===== config.mk =====
export PLATFORM = sky130hd
export DESIGN_NAME = system_counter
export DESIGN_NICKNAME = d
export VERILOG_FILES = /design/src/hw/soc_pkg.sv /design/src/hw/system_counter.sv
export SDC_FILE = /design/constraint.sdc
export NUM_CORES = 1
export LEC_CHECK = 0
export CORE_MARGIN = 2
export CORE_UTILIZATION = 45
export DETAILED_ROUTE_END_ITERATION = 7
export DONT_BUFFER_PORTS = 1
export PLACE_DENSITY = 0.59
export RECOVER_POWER = 25
export SETUP_SLACK_MARGIN = 0.4
export SLEW_MARGIN = 10
export SYNTH_ARGS = -nofsm -noshare
export SYNTH_HDL_FRONTEND = slang
export SYNTH_SLANG_ARGS = --single-unit

===== constraint.sdc =====
create_clock -name clk_50mhz -period 5.3 [get_ports clk_50mhz]
set_clock_uncertainty 0.15 [all_clocks]
set_input_delay 0.53 -clock clk_50mhz [delete_from_list [all_inputs] [get_ports clk_50mhz]]
set_output_delay 0.53 -clock clk_50mhz [all_outputs]
set_load 0.03 [all_outputs]

===== src/hw/soc_pkg.sv =====
// Bus types, address map, region sizes and game-pad timing shared by the SoC bus
package soc_pkg;

	typedef logic [31:0] addr_t;
	typedef logic [31:0] data_t;
	typedef logic [3:0] strb_t;
	typedef logic [1:0] resp_t;
	typedef logic [9:0] ram_index_t;
	// One bit per button, set when pressed
	typedef logic [7:0] buttons_t;

	localparam resp_t RESP_OKAY = 2'd0;
	localparam resp_t RESP_SLVERR = 2'd2;
	localparam resp_t RESP_DECERR = 2'd3;

	typedef enum logic [1:0] {
		TGT_RAM,
		TGT_COUNTER,
		TGT_PAD,
		TGT_NONE
	} target_t;

	typedef enum logic [1:0] {
		PAD_LATCH,
		PAD_SHIFT,
		PAD_IDLE
	} pad_state_t;

	// Address map
	localparam addr_t RAM_BASE = 32'h0201_0000;
	localparam int RAM_ADDR_BITS = 12;
	localparam addr_t COUNTER_BASE = 32'h0200_0300;
	localparam addr_t PAD_BASE = 32'h0200_0200;
	localparam int REG_ADDR_BITS = 2;
	localparam int RAM_WORDS = 1024;

	// Pad scan timing, one frame is PAD_FRAME_TICKS half periods
	localparam int PAD_TICK_CYCLES = 256;
	localparam int PAD_BITS = 8;
	localparam int PAD_FRAME_TICKS = 16;

endpackage


===== src/hw/system_counter.sv =====
// Free-running cycle counter with a snapshot read register
`timescale 1ns/1ps

module system_counter (
	input logic clk_50mhz,
	input logic resetn,
	input logic rd_en,
	output soc_pkg::data_t count_value
);

	soc_pkg::data_t cycle_count;

	// Wraps on overflow
	always_ff @(posedge clk_50mhz) begin
		if (!resetn)
			cycle_count <= '0;
		else
			cycle_count <= cycle_count + 1'b1;
	end

	always_ff @(posedge clk_50mhz) begin
		if (rd_en)
			count_value <= cycle_count;
	end

endmodule


==> reports/results.txt <==
EDFF count, synth: 32
syn avg cell area: 12.1 um^2
pre-CTS WS: 2900 ps
filler instances: 446
# H-tree levels: 3
largest cells by area after synthesis: edfxtp_1, dfxtp_1, or4_1, a21oi_1, o31ai_1
status: completed
total power: 980 uW
max cap viols: 0
nets@finish: 206
Num Clock Sinks: 64
vias per cell: 5.68
Max FO, Critical Path: 11
die area: 0.00600 mm^2
Post-Synthesis Cells: 200
crit start category: flip-flop
commonest cells after routing, fill and taps aside: edfxtp_1, dfxtp_1, a21oi_1
area of the multi-input gates: 767 um^2
Synth area leader: edfxtp_1
first-pass GRT wire length: 7.01 mm
achievable clock frequency: 406 MHz
Wirelength per Cell: 15.4 um
RePlAce Congestion: 0.751
met1 usage: 0.185
Top FF cell, synth: edfxtp_1
crit share post-route: 0.465
final setup vio count: 0
Peak VDD IR: 179 uV
largest net degree at the start of global routing: 33
detailed router's first-iteration violation count: 106
GR peak layer: met2
Net Count, Synth: 204
worst hold path class: primary input to flip-flop
post_cts resized: 0
Synth Register Bits: 64
Distinct cells, synth: 31
PnR worst setup slack: 2840 ps
Slowest cell on crit path: or4b_1
antenna violations before repair: 0
CTS tree: yes
Reg area: 0.00160 mm^2
WHS: 154 ps
detailed-route wire length: 4.28 mm
PD cells: 366 mW/mm^2
WP data arrival: 2550 ps
CP endpoint kind: flip-flop
CTS Hold Bufs: 0
Slew @ Worst Pin: 788 ps
worst path cell trace: ha_1, and4_1, or4b_1, or4_1, a21oi_1
Die Y: 77.4 um
core area: 0.00517 mm^2
RSZ-0062 raised after global routing: false
clock period minus worst slack: 2460 ps
GR Layer Usage met3: 0.0570
CTS buffer count: 9
Synth-to-Final Area Change: 10.2%
Setup TNS: 0 ps
IO Pins: 35
DRC Markers: 0
Port Buffer Count: 0
total setup buffers inserted after CTS: 0
row count: 26
critical path required time: 5380 ps
clock-pin slew on the worst setup and hold paths: 70 ps
Starting Density: 0.469
gr usage total: 0.155
number of global-route vias before repair: 1472
Max Root-Sink Buffers: 2
met2 global-route usage: 0.236
Lkg Pwr: 0.000819 uW
Slew headroom: 0.471
critical path type: flip-flop to flip-flop
Overflow after GRT: 0
synthesized area: 0.00243 mm^2
register area share after synthesis: 0.660
antenna cell count: 0
DRT Pass-1 Iters: 4
ratio of cells with drive above 1 in the final layout: 0.0773
Crit path max-delay family: simple AND/OR/NAND/NOR gates
YS warnings: 0
CP Buf/Inv Count: 0
Async SR Flop Fraction: 0
CP peak stage delay: 650 ps
via count: 1574
Clock Latency Late Sink: 340 ps
DP HPWL: 2.68 mm
Die Wd: 77.4 um
Final Hold Vio Count: 0
Root Buffer: clkbuf_8
Routed Antenna Nets: 0
max-slew violation count: 0
top-area cell type share of the netlist area: 0.396
## per-layer routing
metal,vias to the layer above,part of all wire
li1,756,-
met1,760,0.44
met2,46,0.47
met3,12,0.059
met4,0,0.027
met5,-,0
## worst reg2reg max path, stage by stage (launching register included)
cell,delay [ps]
dfxtp_1,400
ha_1,230
and4_1,280
or4b_1,660
or4_1,480
a21oi_1,170
## cell type report
class / instances / area share
Clock buffer: 14 / 0.0608
Clock inverter: 2 / 0.0140
Inverter: 5 / 0.00702
Multi-Input combinational cell: 122 / 0.287
Sequential cell: 64 / 0.599
Tap cell: 70 / 0.0327
## state kept, by name, indices dropped and copies added (netlist names)
register and count:
count_value 32, cycle_count 32
## cells in the mapped netlist, types with 2 or more instances
| master | n |
|---|---|
| dfxtp_1 | 32 |
| nor4_2 | 2 |
| o21ai_0 | 6 |
| nand4_1 | 6 |
| or3_1 | 6 |
| edfxtp_1 | 32 |
| or4_1 | 13 |
| xnor2_1 | 5 |
| and4_1 | 3 |
| a21oi_1 | 17 |
| inv_1 | 4 |
| nand2b_1 | 3 |
| nor3_1 | 2 |
| nand2_1 | 14 |
| buf_2 | 5 |
| clkbuf_1 | 4 |
| nor2_1 | 10 |
| xor2_1 | 4 |
| o31ai_1 | 11 |
| mux2i_1 | 3 |
| nand3_1 | 8 |
## path summary, 6_finish.rpt
kind | end | slack [ps] | cells after the start | start
max | cycle_count[20]$_SDFF_PN0_ | 2840 | 5 | cycle_count[1]$_SDFF_PN0_
min | count_value[6]$_DFFE_PP_ | 150 | 0 | rd_en
min reg2reg | count_value[31]$_DFFE_PP_ | 300 | 0 | cycle_count[31]$_SDFF_PN0_
max reg2reg | cycle_count[20]$_SDFF_PN0_ | 2840 | 5 | cycle_count[1]$_SDFF_PN0_
## through the flow
step / instance area, um^2 / util / instances
5_1_grt: 2680 / 0.517 / 277
4_1_cts: 2680 / 0.517 / 277
2_1_floorplan: 2430 / - / 200
3_5_place_dp: 2470 / 0.478 / 261
3_3_place_gp: 2470 / 0.478 / 261
6_report: 2680 / 0.517 / 277
## report_power, final
| part | total [uW] | switching [uW] | internal (uW) |
|---|---|---|---|
| Clock | 417 | 173 | 244 |
| Combinational | 7.55 | 5.28 | 2.27 |
| Sequential | 556 | 24.9 | 531 |
## cells by family after synthesis
logic type | Yosys count | synth area share
AO/OA/AOI/OAI | 36 | 0.0881
AND/OR/NAND/NOR | 73 | 0.178
flip-flops | 64 | 0.660
XOR/XNOR | 9 | 0.0325
adder cells (fa/ha/maj) | 1 | 0.00515
multiplexers | 3 | 0.0124
buffers and inverters | 14 | 0.0242
Power figures use the tool's default switching activity.
