`config.mk`:
```
export PLATFORM = sky130hd
export DESIGN_NAME = pad_reader
export DESIGN_NICKNAME = d
export VERILOG_FILES = /design/src/hw/soc_pkg.sv /design/src/hw/pad_reader.sv
export SDC_FILE = /design/constraint.sdc
export NUM_CORES = 1
export LEC_CHECK = 0
export BUFFER_PORTS_ARGS = -buffer_cell sky130_fd_sc_hd__buf_2
export CAP_MARGIN = 20
export CORE_MARGIN = 10
export CORE_UTILIZATION = 49
export CTS_CLUSTER_DIAMETER = 200
export CTS_CLUSTER_SIZE = 16
export DETAILED_ROUTE_END_ITERATION = 16
export PLACE_DENSITY = 0.8
export SLEW_MARGIN = 10
export SYNTH_ARGS = -nofsm -noshare
export SYNTH_HDL_FRONTEND = slang
export SYNTH_SLANG_ARGS = --single-unit
export TNS_END_PERCENT = 10
```
`constraint.sdc`:
```
create_clock -name clk_50mhz -period 2.7 [get_ports clk_50mhz]
set_input_delay 0.405 -clock clk_50mhz [delete_from_list [all_inputs] [get_ports clk_50mhz]]
set_output_delay 0.405 -clock clk_50mhz [all_outputs]
set_load 0.02 [all_outputs]
```
`src/hw/soc_pkg.sv`:
```
// Bus types, address map, region sizes and game-pad timing shared by the SoC bus
package soc_pkg;

	typedef logic [31:0] addr_t;
	typedef logic [31:0] data_t;
	typedef logic [3:0] strb_t;
	typedef logic [1:0] resp_t;
	typedef logic [9:0] ram_index_t;
	// One bit per button, set when pressed
	typedef logic [7:0] buttons_t;

	localparam resp_t RESP_OKAY = 2'd0;
	localparam resp_t RESP_SLVERR = 2'd2;
	localparam resp_t RESP_DECERR = 2'd3;

	typedef enum logic [1:0] {
		TGT_RAM,
		TGT_COUNTER,
		TGT_PAD,
		TGT_NONE
	} target_t;

	typedef enum logic [1:0] {
		PAD_LATCH,
		PAD_SHIFT,
		PAD_IDLE
	} pad_state_t;

	// Address map
	localparam addr_t RAM_BASE = 32'h0201_0000;
	localparam int RAM_ADDR_BITS = 12;
	localparam addr_t COUNTER_BASE = 32'h0200_0300;
	localparam addr_t PAD_BASE = 32'h0200_0200;
	localparam int REG_ADDR_BITS = 2;
	localparam int RAM_WORDS = 1024;

	// Pad scan timing, one frame is PAD_FRAME_TICKS half periods
	localparam int PAD_TICK_CYCLES = 256;
	localparam int PAD_BITS = 8;
	localparam int PAD_FRAME_TICKS = 16;

endpackage

```
`src/hw/pad_reader.sv`:
```
// Serial game-pad scanner holding the last complete button state of two pads
`timescale 1ns/1ps

module pad_reader (
	input logic clk_50mhz,
	input logic resetn,
	input logic rd_en,
	input logic pad0_data,
	input logic pad1_data,
	output logic pad0_latch,
	output logic pad0_clk,
	output logic pad1_latch,
	output logic pad1_clk,
	output soc_pkg::data_t pad_value
);

	logic [$clog2(soc_pkg::PAD_TICK_CYCLES)-1:0] tick_cnt;
	logic tick;
	logic [$clog2(soc_pkg::PAD_BITS+1)-1:0] bit_cnt;
	soc_pkg::pad_state_t state;
	logic latch_q;
	logic clk_q;
	logic [1:0] pad0_sync;
	logic [1:0] pad1_sync;
	soc_pkg::buttons_t shift0;
	soc_pkg::buttons_t shift1;
	soc_pkg::buttons_t held0;
	soc_pkg::buttons_t held1;

	// Both pads run on the same latch and clock
	assign pad0_latch = latch_q;
	assign pad1_latch = latch_q;
	assign pad0_clk = clk_q;
	assign pad1_clk = clk_q;

	// One tick per pad-clock half period
	assign tick = (tick_cnt == soc_pkg::PAD_TICK_CYCLES - 1);

	always_ff @(posedge clk_50mhz) begin
		pad0_sync <= {pad0_sync[0], pad0_data};
		pad1_sync <= {pad1_sync[0], pad1_data};
	end

	always_ff @(posedge clk_50mhz) begin
		if (!resetn) begin
			tick_cnt <= '0;
			bit_cnt <= '0;
			state <= soc_pkg::PAD_IDLE;
			latch_q <= 1'b0;
			clk_q <= 1'b0;
			held0 <= '0;
			held1 <= '0;
		end else begin
			tick_cnt <= tick ? '0 : tick_cnt + 1'b1;
			if (tick) begin
				case (state)
					soc_pkg::PAD_IDLE: begin
						latch_q <= 1'b1;
						state <= soc_pkg::PAD_LATCH;
					end
					soc_pkg::PAD_LATCH: begin
						latch_q <= 1'b0;
						clk_q <= 1'b1;
						bit_cnt <= 1'b1;
						state <= soc_pkg::PAD_SHIFT;
					end
					default: begin
						if (!clk_q) begin
							clk_q <= 1'b1;
							bit_cnt <= bit_cnt + 1'b1;
						end else if (bit_cnt == soc_pkg::PAD_BITS) begin
							// Frame done, data lines are active low
							clk_q <= 1'b0;
							latch_q <= 1'b1;
							held0 <= ~shift0;
							held1 <= ~shift1;
							state <= soc_pkg::PAD_LATCH;
						end else begin
							clk_q <= 1'b0;
						end
					end
				endcase
			end
		end
	end

	// Sample on every rising pad clock, first bit ends up in bit 0
	always_ff @(posedge clk_50mhz) begin
		if (tick && !clk_q && state != soc_pkg::PAD_IDLE) begin
			shift0 <= {pad0_sync[1], shift0[7:1]};
			shift1 <= {pad1_sync[1], shift1[7:1]};
		end
	end

	always_ff @(posedge clk_50mhz) begin
		if (rd_en)
			pad_value <= {16'h0000, held1, held0};
	end

endmodule

```
==> impl_results.md <==
- Area added between synthesis and finish: 11.2%
- GRT Util Overall: 9.39%
- Critical path's top delay family: simple AND/OR/NAND/NOR gates
- Minimum clock period: 2.17 ns
- Hpwl dp: 2.58 mm
- DP Cell Count: 278
- Status: complete, no violations
- Cells after synthesis: 191
- Worst R2R End: shift1[5]
- First-pass GRT wire length: 6.31 mm
- Synth Register Bits: 68
- Seq/Total Area, Yosys: 66.6%
- Post-DR vias/cell: 4.74
- Post-CTS setup buffer count: 0
- Sequential Power Share: 58.0%
- Unrepaired setup endpoints after global routing: no
- Syn. warnings: 0
- R2r setup slk: 0.53 ns
- Post-Layout Cell Count: 294
- Initial antenna violation count: 0
- Leakage: 1.07 nW
- Setup TNS: 0 ns
- Max-slew violations: 0
- Final Cycle Share: 80.2%
- Critical path, cell by cell: ha_1 -> nand3_1 -> or2_2 -> a21oi_1 -> nor2b_1 -> buf_4
- Fill count: 397
- Synth Cell Area: 2520 um2
- Largest net degree at the start of global routing: 33
- Yosys top cell area share: 38.1%
- Hold crit path type: input pin to flop
- Syn avg cell area: 13.2 um2
- Max incr delay on CP: 0.42 ns
- CP Depth: 6
- Setup-failing EPs final: 0
- Fmax: 462 MHz
- GRT overflow: 0
- Reg area: 1680 um2
- H-tree lvl count: 3
- WS Path Type: flop to flop
- Vias in the first global route: 1403
- FFs w/ async S/R, synth: 0%
- Chip Height: 91.8 um
- CTS tree: built
- Worst R2R Path Depth: 6
- Pwr dens: 673 nW/um2
- Setup crit end: shift1[5]
- DRT Wirelength: 3.85 mm
- Worst skew pair latency: 0.34 ns
- Min-delay src: pad0_data
- Input/output buffers: 24
- Req. time, crit path: 2.73 ns
- Initial DRC Count: 101
- CP Max Fanout: 16
- Final net count: 227
- Netlist cell types: 31
- N_diodes: 0
- Clock tree buffer depth: 2
- Final Cell Area: 2810 um2
- Gp weighted congestion: 0.752
- Most common cell after layout, fill and taps aside: dfxtp_1
- Internal: 0.00148 W
- Drt first pass iters: 4
- Die area: 8420 um2
- Area taken by multi-input logic gates: 699 um2
- Placed instance area: 2630 um2
- Core ar.: 5040 um2
- Worst-Margin Slew: 0.547 ns
- CP Capture Type: flop
- Area contributors post-synth: edfxtp_1 38%, dfxtp_1 29%, a211oi_2 6.9%, buf_4 5.6%, nor2_1 3.9%
- Post-synth EDFFs: 32
- Yosys top cell by area: edfxtp_1
- Util after Layout: 55.7%
- Pwr Total: 0.00189 W
- Switching part of the total: 21.9%
- # clock sinks: 68
- WP data arrival: 2.19 ns
- CP bufs+invs: 1
- Root buffer cell: clkbuf_8
- Final hold vios: 0
- Top_reg_cell synth: dfxtp_1
- Commonest cells after routing, fill and taps aside: 36 x dfxtp_1, 32 x edfxtp_1, 26 x nor2_1
- Max-cap violations: 0
- Clock-pin slew on the worst setup and hold paths: 0.07 ns
- RR Startpoint: tick_cnt[0]
- Drt drc: 0
- Critical Path Start: tick_cnt[0]
- Maximum VDD drop: 0.312 mV
- Die Wd: 91.8 um
- Layout cells sized above 1: 27.2%
- I/O Pins: 41
- Clk pwr share: 38.6%
- Via count: 1395
- Quantity of gates resized following cts: 0
- Post-DRT Antenna Nets: 0
- Startpoint Class: flop
- Initial Util: 50.1%
- P_sw: 0.000414 W
- Comb power frac: 3.5%
- Total CTS buffers: 9
- Clock skew: 0.00720 ns
- Avg WL per Cell: 13.1 um
- Slew HR: 63.5%
- Cts hold-fix bufs: 0
- Critical path's slowest cell: dfxtp_1
- Row count: 26
## sequential cells by signal, summed over array words and instances (netlist names)
signal and flops:
state 2, bit_cnt 4, pad0_clk 1, held1 8, shift1 8, tick_cnt 8
pad1_sync 2, pad0_sync 2, held0 8, shift0 8, pad0_latch 1, pad_value 16
## Yosys cell counts (3+ instances only)
library cell / instances
a211oi_2: 14
a21oi_1: 8
buf_4: 19
dfxtp_1: 36
edfxtp_1: 32
ha_1: 3
inv_1: 5
nand2_1: 5
nand3_1: 6
nor2_1: 26
o21ai_0: 5
xor2_1: 4
## worst min path at each step
stage | to | slack, ns | depth (start not counted)
5_1_grt | pad1_sync[0] | 0.15 | 1
4_1_cts | pad0_sync[0] | 0.15 | 1
3_3_place_gp | pad1_sync[1] | 0.31 | 0
3_5_place_dp | pad0_sync[1] | 0.32 | 0
2_1_floorplan | pad0_sync[1] | 0.31 | 0
6_report | pad0_sync[0] | 0.17 | 1
## cells by family after synthesis
family | after synthesis | share of synthesized area [%]
xor+xnor | 5 | 1.73
other cells | 1 | 0.149
flops | 68 | 66.6
compound gates | 34 | 12.0
buf+inv | 30 | 7.93
fa+ha+maj | 3 | 1.49
simple gates | 50 | 10.1
## area by class of cell
class                   count  area share (%)
clock buffers              11            5.39
clock inverters             5           0.936
inverters                   5           0.668
multi-input cells         108            24.9
flip-flops and latches     68            59.9
well taps                  70            3.12
repair buffers             27            5.08
## routing by layer
| metal | GRT usage (%) | up-vias | wire (um) |
|---|---|---|---|
| li1 | - | 706 | - |
| met1 | 10.4 | 643 | 1790 |
| met2 | 14.2 | 39 | 1770 |
| met3 | 3.67 | 7 | 233 |
| met4 | 7.58 | 0 | 53 |
| met5 | 0 | - | 0 |
## power groups by stage
stage          clock network (W)  logic [W]  registers, W
6_report                0.000729  0.0000654       0.00110
5_1_grt                 0.000793  0.0000705       0.00110
4_1_cts                 0.000745  0.0000653       0.00110
3_5_place_dp                   0  0.0000653       0.00112
3_3_place_gp                   0  0.0000649       0.00112
2_1_floorplan                  0  0.0000505       0.00113
## metrics by stage
step / setup WS, ns / hold WS, ns
2_1_floorplan: 0.147 / 0.310
3_3_place_gp: 0.626 / 0.312
3_5_place_dp: 0.555 / 0.315
4_1_cts: 0.534 / 0.153
5_1_grt: 0.358 / 0.147
6_report: 0.535 / 0.168
Note: power is estimated with default switching activity, not from simulation.
