==> config.mk <==
export PLATFORM = sky130hd
export DESIGN_NAME = axil_decoder
export DESIGN_NICKNAME = d
export VERILOG_FILES = /design/src/hw/soc_pkg.sv /design/src/hw/axil_decoder.sv
export SDC_FILE = /design/constraint.sdc
export NUM_CORES = 1
export LEC_CHECK = 0
export BUFFER_PORTS_ARGS = -buffer_cell sky130_fd_sc_hd__buf_2
export CORE_AREA = 5 5 116 118
export DETAILED_ROUTE_END_ITERATION = 6
export DIE_AREA = 0 0 121 123
export PLACE_DENSITY_LB_ADDON = 0.15
export SYNTH_ARGS = -nofsm -noshare
export SYNTH_HDL_FRONTEND = slang
export SYNTH_SLANG_ARGS = --single-unit
==> constraint.sdc <==
create_clock -name clk_50mhz -period 3.1 [get_ports clk_50mhz]
set_input_delay 0.62 -clock clk_50mhz [delete_from_list [all_inputs] [get_ports clk_50mhz]]
set_output_delay 0.62 -clock clk_50mhz [all_outputs]
set_load 0.1 [all_outputs]
==> src/hw/soc_pkg.sv <==
// Bus types, address map, region sizes and game-pad timing shared by the SoC bus
package soc_pkg;

	typedef logic [31:0] addr_t;
	typedef logic [31:0] data_t;
	typedef logic [3:0] strb_t;
	typedef logic [1:0] resp_t;
	typedef logic [9:0] ram_index_t;
	// One bit per button, set when pressed
	typedef logic [7:0] buttons_t;

	localparam resp_t RESP_OKAY = 2'd0;
	localparam resp_t RESP_SLVERR = 2'd2;
	localparam resp_t RESP_DECERR = 2'd3;

	typedef enum logic [1:0] {
		TGT_RAM,
		TGT_COUNTER,
		TGT_PAD,
		TGT_NONE
	} target_t;

	typedef enum logic [1:0] {
		PAD_LATCH,
		PAD_SHIFT,
		PAD_IDLE
	} pad_state_t;

	// Address map
	localparam addr_t RAM_BASE = 32'h0201_0000;
	localparam int RAM_ADDR_BITS = 12;
	localparam addr_t COUNTER_BASE = 32'h0200_0300;
	localparam addr_t PAD_BASE = 32'h0200_0200;
	localparam int REG_ADDR_BITS = 2;
	localparam int RAM_WORDS = 1024;

	// Pad scan timing, one frame is PAD_FRAME_TICKS half periods
	localparam int PAD_TICK_CYCLES = 256;
	localparam int PAD_BITS = 8;
	localparam int PAD_FRAME_TICKS = 16;

endpackage

==> src/hw/axil_decoder.sv <==
// AXI-Lite subordinate with address decode, target strobes and response registers
`timescale 1ns/1ps

module axil_decoder (
	input logic clk_50mhz,
	input logic resetn,

	input soc_pkg::addr_t awaddr,
	input logic awvalid,
	output logic awready,
	input soc_pkg::data_t wdata,
	input soc_pkg::strb_t wstrb,
	input logic wvalid,
	output logic wready,
	output soc_pkg::resp_t bresp,
	output logic bvalid,
	input logic bready,

	input soc_pkg::addr_t araddr,
	input logic arvalid,
	output logic arready,
	output soc_pkg::data_t rdata,
	output soc_pkg::resp_t rresp,
	output logic rvalid,
	input logic rready,

	output logic ram_wr_en,
	output soc_pkg::ram_index_t ram_wr_index,
	output soc_pkg::data_t ram_wdata,
	output soc_pkg::strb_t ram_wstrb,
	output logic ram_rd_en,
	output soc_pkg::ram_index_t ram_rd_index,
	input soc_pkg::data_t ram_rdata,

	output logic counter_rd_en,
	output logic pad_rd_en,
	input soc_pkg::data_t count_value,
	input soc_pkg::data_t pad_value
);

	// Region hit when the bits above the region offset match its base
	function automatic soc_pkg::target_t decode_addr(input soc_pkg::addr_t addr);
		if ((addr >> soc_pkg::RAM_ADDR_BITS) == (soc_pkg::RAM_BASE >> soc_pkg::RAM_ADDR_BITS))
			return soc_pkg::TGT_RAM;
		if ((addr >> soc_pkg::REG_ADDR_BITS) ==
			(soc_pkg::COUNTER_BASE >> soc_pkg::REG_ADDR_BITS))
			return soc_pkg::TGT_COUNTER;
		if ((addr >> soc_pkg::REG_ADDR_BITS) == (soc_pkg::PAD_BASE >> soc_pkg::REG_ADDR_BITS))
			return soc_pkg::TGT_PAD;
		return soc_pkg::TGT_NONE;
	endfunction

	soc_pkg::target_t wr_tgt;
	soc_pkg::target_t rd_tgt;
	logic wr_fire;
	logic wr_pend;
	logic ar_fire;
	logic rd_busy;
	logic rd_strobe;
	logic rd_capture;

	// Address and data accepted together, only with no response pending
	assign wr_tgt = decode_addr(awaddr);
	assign wr_fire = awvalid && wvalid && !wr_pend && !bvalid;
	assign awready = wr_fire;
	assign wready = wr_fire;

	// Memory is written on the handshake edge itself
	assign ram_wr_en = wr_fire && (wr_tgt == soc_pkg::TGT_RAM);
	assign ram_wr_index = awaddr[soc_pkg::RAM_ADDR_BITS-1:2];
	assign ram_wdata = wdata;
	assign ram_wstrb = wstrb;

	assign arready = !rd_busy;
	assign ar_fire = arvalid && arready;

	assign ram_rd_en = rd_strobe && (rd_tgt == soc_pkg::TGT_RAM);
	assign counter_rd_en = rd_strobe && (rd_tgt == soc_pkg::TGT_COUNTER);
	assign pad_rd_en = rd_strobe && (rd_tgt == soc_pkg::TGT_PAD);

	always_ff @(posedge clk_50mhz) begin
		if (!resetn) begin
			wr_pend <= 1'b0;
			bvalid <= 1'b0;
			rd_busy <= 1'b0;
			rd_strobe <= 1'b0;
			rd_capture <= 1'b0;
			rvalid <= 1'b0;
		end else begin
			// Write response goes out the cycle after the handshake
			wr_pend <= wr_fire;
			if (wr_pend)
				bvalid <= 1'b1;
			else if (bready)
				bvalid <= 1'b0;

			// Strobe the target, then register its answer a cycle later
			rd_strobe <= ar_fire;
			rd_capture <= rd_strobe;

			if (ar_fire)
				rd_busy <= 1'b1;
			else if (rvalid && rready)
				rd_busy <= 1'b0;

			if (rd_capture)
				rvalid <= 1'b1;
			else if (rready)
				rvalid <= 1'b0;
		end
	end

	always_ff @(posedge clk_50mhz) begin
		if (wr_fire) begin
			case (wr_tgt)
				soc_pkg::TGT_RAM: bresp <= soc_pkg::RESP_OKAY;
				soc_pkg::TGT_COUNTER, soc_pkg::TGT_PAD: bresp <= soc_pkg::RESP_SLVERR;
				default: bresp <= soc_pkg::RESP_DECERR;
			endcase
		end

		if (ar_fire) begin
			rd_tgt <= decode_addr(araddr);
			ram_rd_index <= araddr[soc_pkg::RAM_ADDR_BITS-1:2];
		end

		// Held until the master takes it, nothing new arrives while busy
		if (rd_capture) begin
			rresp <= (rd_tgt == soc_pkg::TGT_NONE) ? soc_pkg::RESP_DECERR : soc_pkg::RESP_OKAY;
			case (rd_tgt)
				soc_pkg::TGT_RAM: rdata <= ram_rdata;
				soc_pkg::TGT_COUNTER: rdata <= count_value;
				soc_pkg::TGT_PAD: rdata <= pad_value;
				default: rdata <= '0;
			endcase
		end
	end

endmodule

==> impl_metrics.env <==
export IMPL_status="finished, final reports clean"
export IMPL_power_leakage_nw=1.950
export IMPL_hold_viol=0
export IMPL_synth_area_leaders="edfxtp_1 49%, buf_4 13%, mux2i_1 11%, nand2_1 4.3%, dfxtp_1 4.2%"
export IMPL_cts_sinks=53
export IMPL_holdWs_ns=0.4779
export IMPL_power_density_nw_per_um2=435.2
export IMPL_drc=0
export IMPL_final_max_slew_viol_count=0
export IMPL_grtUsageTotal_pct=13.03
export IMPL_drive_above_1_share_pct=56.84
export IMPL_rsz0062_at_grt="false"
export IMPL_crit_path_start_kind="input pin"
export IMPL_drt_iter0_drc=67
export IMPL_cts_tree="yes"
export IMPL_numCtsBuffers=5
export IMPL_initial_core_util_pct=23.08
export IMPL_tightestPinTransition_ns=0.8146
export IMPL_setup_violations=0
export IMPL_syn_inst=252
export IMPL_post_cts_buffers=0
export IMPL_synth_top_area_share_pct=49.45
export IMPL_coreArea_um2=12360
export IMPL_synthTopCellsByCount="50 x buf_4, 47 x edfxtp_1, 33 x nand2_1"
export IMPL_timing_final_crit_share_pct=84.65
export IMPL_ant_nets=0
export IMPL_placedCellCount=595
export IMPL_path_max_fanout=3
export IMPL_dp_slack_ns=0.4728
export IMPL_rows=41
export IMPL_crit_top_cell="buf_2"
export IMPL_dp_hpwl_mm=8.927
export IMPL_ir_drop_uv=194.0
export IMPL_root_buffer="clkbuf_16"
export IMPL_ys_seq_elements=53
export IMPL_synth_edf_count=47
export IMPL_clkTransAtPathRegs_ns=0.07
export IMPL_cts_resized=0
export IMPL_yosys_area_top_type="edfxtp_1"
export IMPL_drt_pass1_iter_count=3
export IMPL_grt_pass1_vias=2573
export IMPL_drt_wl_total_mm=10.40
export IMPL_fmaxAchievable_ghz=0.3811
export IMPL_synthToLayoutAreaGrowth_pct=40.07
export IMPL_io_buffer_count=225
export IMPL_drv_cap=0
export IMPL_synth_most_common_cell="buf_4"
export IMPL_clock_skew_ns=0.006504
export IMPL_post_route_util_pct=32.33
export IMPL_synth_seq_area_share_pct=53.66
export IMPL_slew_headroom_pct=45.69
export IMPL_stdcell_area_um2=3998
export IMPL_ys_async_sr_fraction_pct=0
export IMPL_final_cell_count_no_fill=603
export IMPL_cp_arrival_ns=2.00
export IMPL_yosys_warnings=0
export IMPL_wire_per_inst_um=17.25
export IMPL_slowest_delay_ns=0.54
export IMPL_post_route_min_period_ns=2.624
export IMPL_n_fill_cell=1329
export IMPL_clock_latency_ns=0.29
export IMPL_hold_path_class="reg -> reg"
export IMPL_antenna_found_initial=0
export IMPL_path_class="in -> out"
export IMPL_vias=2510
export IMPL_die_x_um=121
export IMPL_worst_slack_ns=0.4758
export IMPL_cts_buffer_depth=2
export IMPL_critPathCaptureType="output port"
export IMPL_place_area_um2=3851
export IMPL_synth_ff_type="edfxtp_1"
export IMPL_syn_avg_cell_area_um2=11.33
export IMPL_grt_max_degree=35
export IMPL_cts_hold_buf=0
export IMPL_netlist_area_um2=2854
export IMPL_gr_total_overflow=0
export IMPL_die_area_um2=14880
export IMPL_grt_pass1_wl_mm=14.63
export IMPL_htreeDepth=2
export IMPL_die_h_um=123
export IMPL_synth_cell_types=28
export IMPL_gp_congestion=0.7986
export IMPL_via_per_inst=4.163
export IMPL_diodes=0
export IMPL_crit_required_ns=2.48
export IMPL_nNetsFinal=633
export IMPL_crit_chain="buf_2 > or4_4 > nor2_4 > and4_1 > buf_2"
export IMPL_critPathSlowestCell="or4_4"
export IMPL_synth_nets=455
export IMPL_io_pins=304
-- cell type report --
class	count	area, um2	share of cell area, %
inverters	1	3.754	0.09390
flip-flops and latches	53	1533	38.34
well taps	172	215.2	5.383
clock inverters	3	21.27	0.5321
multi-input cells	139	920.9	23.04
clock buffers	5	125.1	3.130
repair buffers	230	1179	29.48
-- worst max-delay path, delay by kind of cell --
family	cells	cell delay, ns
buf+inv	2	0.53
simple gates	3	0.86
-- layout by cell type, fill, tap and decap left out, types with 3 or more instances in the layout --
master	instances
and2_1	5
buf_2	224
buf_4	5
clkbuf_16	5
dfxtp_1	5
edfxtp_1	47
mux2i_1	32
nand2_1	33
nor2b_1	3
nor3_1	3
nor4_1	6
o21ai_0	13
o21ai_1	20
-- worst paths after layout --
| check | start | endpoint | slack (ns) | depth (start not counted) |
|---|---|---|---|---|
| setup / recovery | awaddr[19] | ram_wr_en | 0.48 | 5 |
| hold reg to reg | rvalid | rd_busy | 0.48 | 1 |
| hold / removal | rvalid | rd_busy | 0.48 | 1 |
| setup reg to reg | rd_tgt[0] | rdata[1] | 1.47 | 4 |
-- registers in the layout (all words and copies together) (netlist names) --
name	cells
rd_capture	1
bresp	2
rdata	32
wr_pend	1
ram_rd_index	10
rd_busy	1
rd_tgt	2
bvalid	1
rd_strobe	1
rresp	1
rvalid	1
-- cells by family (layout without fill, tap and decap cells) --
logic type | count (synthesis) | after routing | synth area share, %
flops | 53 | 53 | 53.66
simple gates | 68 | 68 | 12.98
buf+inv | 60 | 239 | 14.73
compound gates | 39 | 39 | 7.409
mux | 32 | 32 | 11.22
-- per-layer routing --
layer  wire length [um]  share of wire (%)  global-route usage [%]  vias up
li1                   -                  -                       -     1221
met1               3340                 32                   12.23     1094
met2               5476                 53                   24.87      185
met3               1367                 13                   6.267       10
met4                220                2.1                   3.966        0
met5                  0                  0                       0        -
-- power breakdown --
group	total, mW	switching, mW	internal, mW
clock network	0.557	0.256	0.301
registers	0.810	0.0131	0.796
logic	0.373	0.262	0.111
-- stage by stage --
step	setup TNS (ns)	total power [mW]
floorplan	-0.1517	1.293
global placement	0	1.200
detailed placement	0	1.204
CTS	0	1.776
global route	0	1.824
finish	0	1.740
No activity file was read; power rests on OpenSTA's default activity.
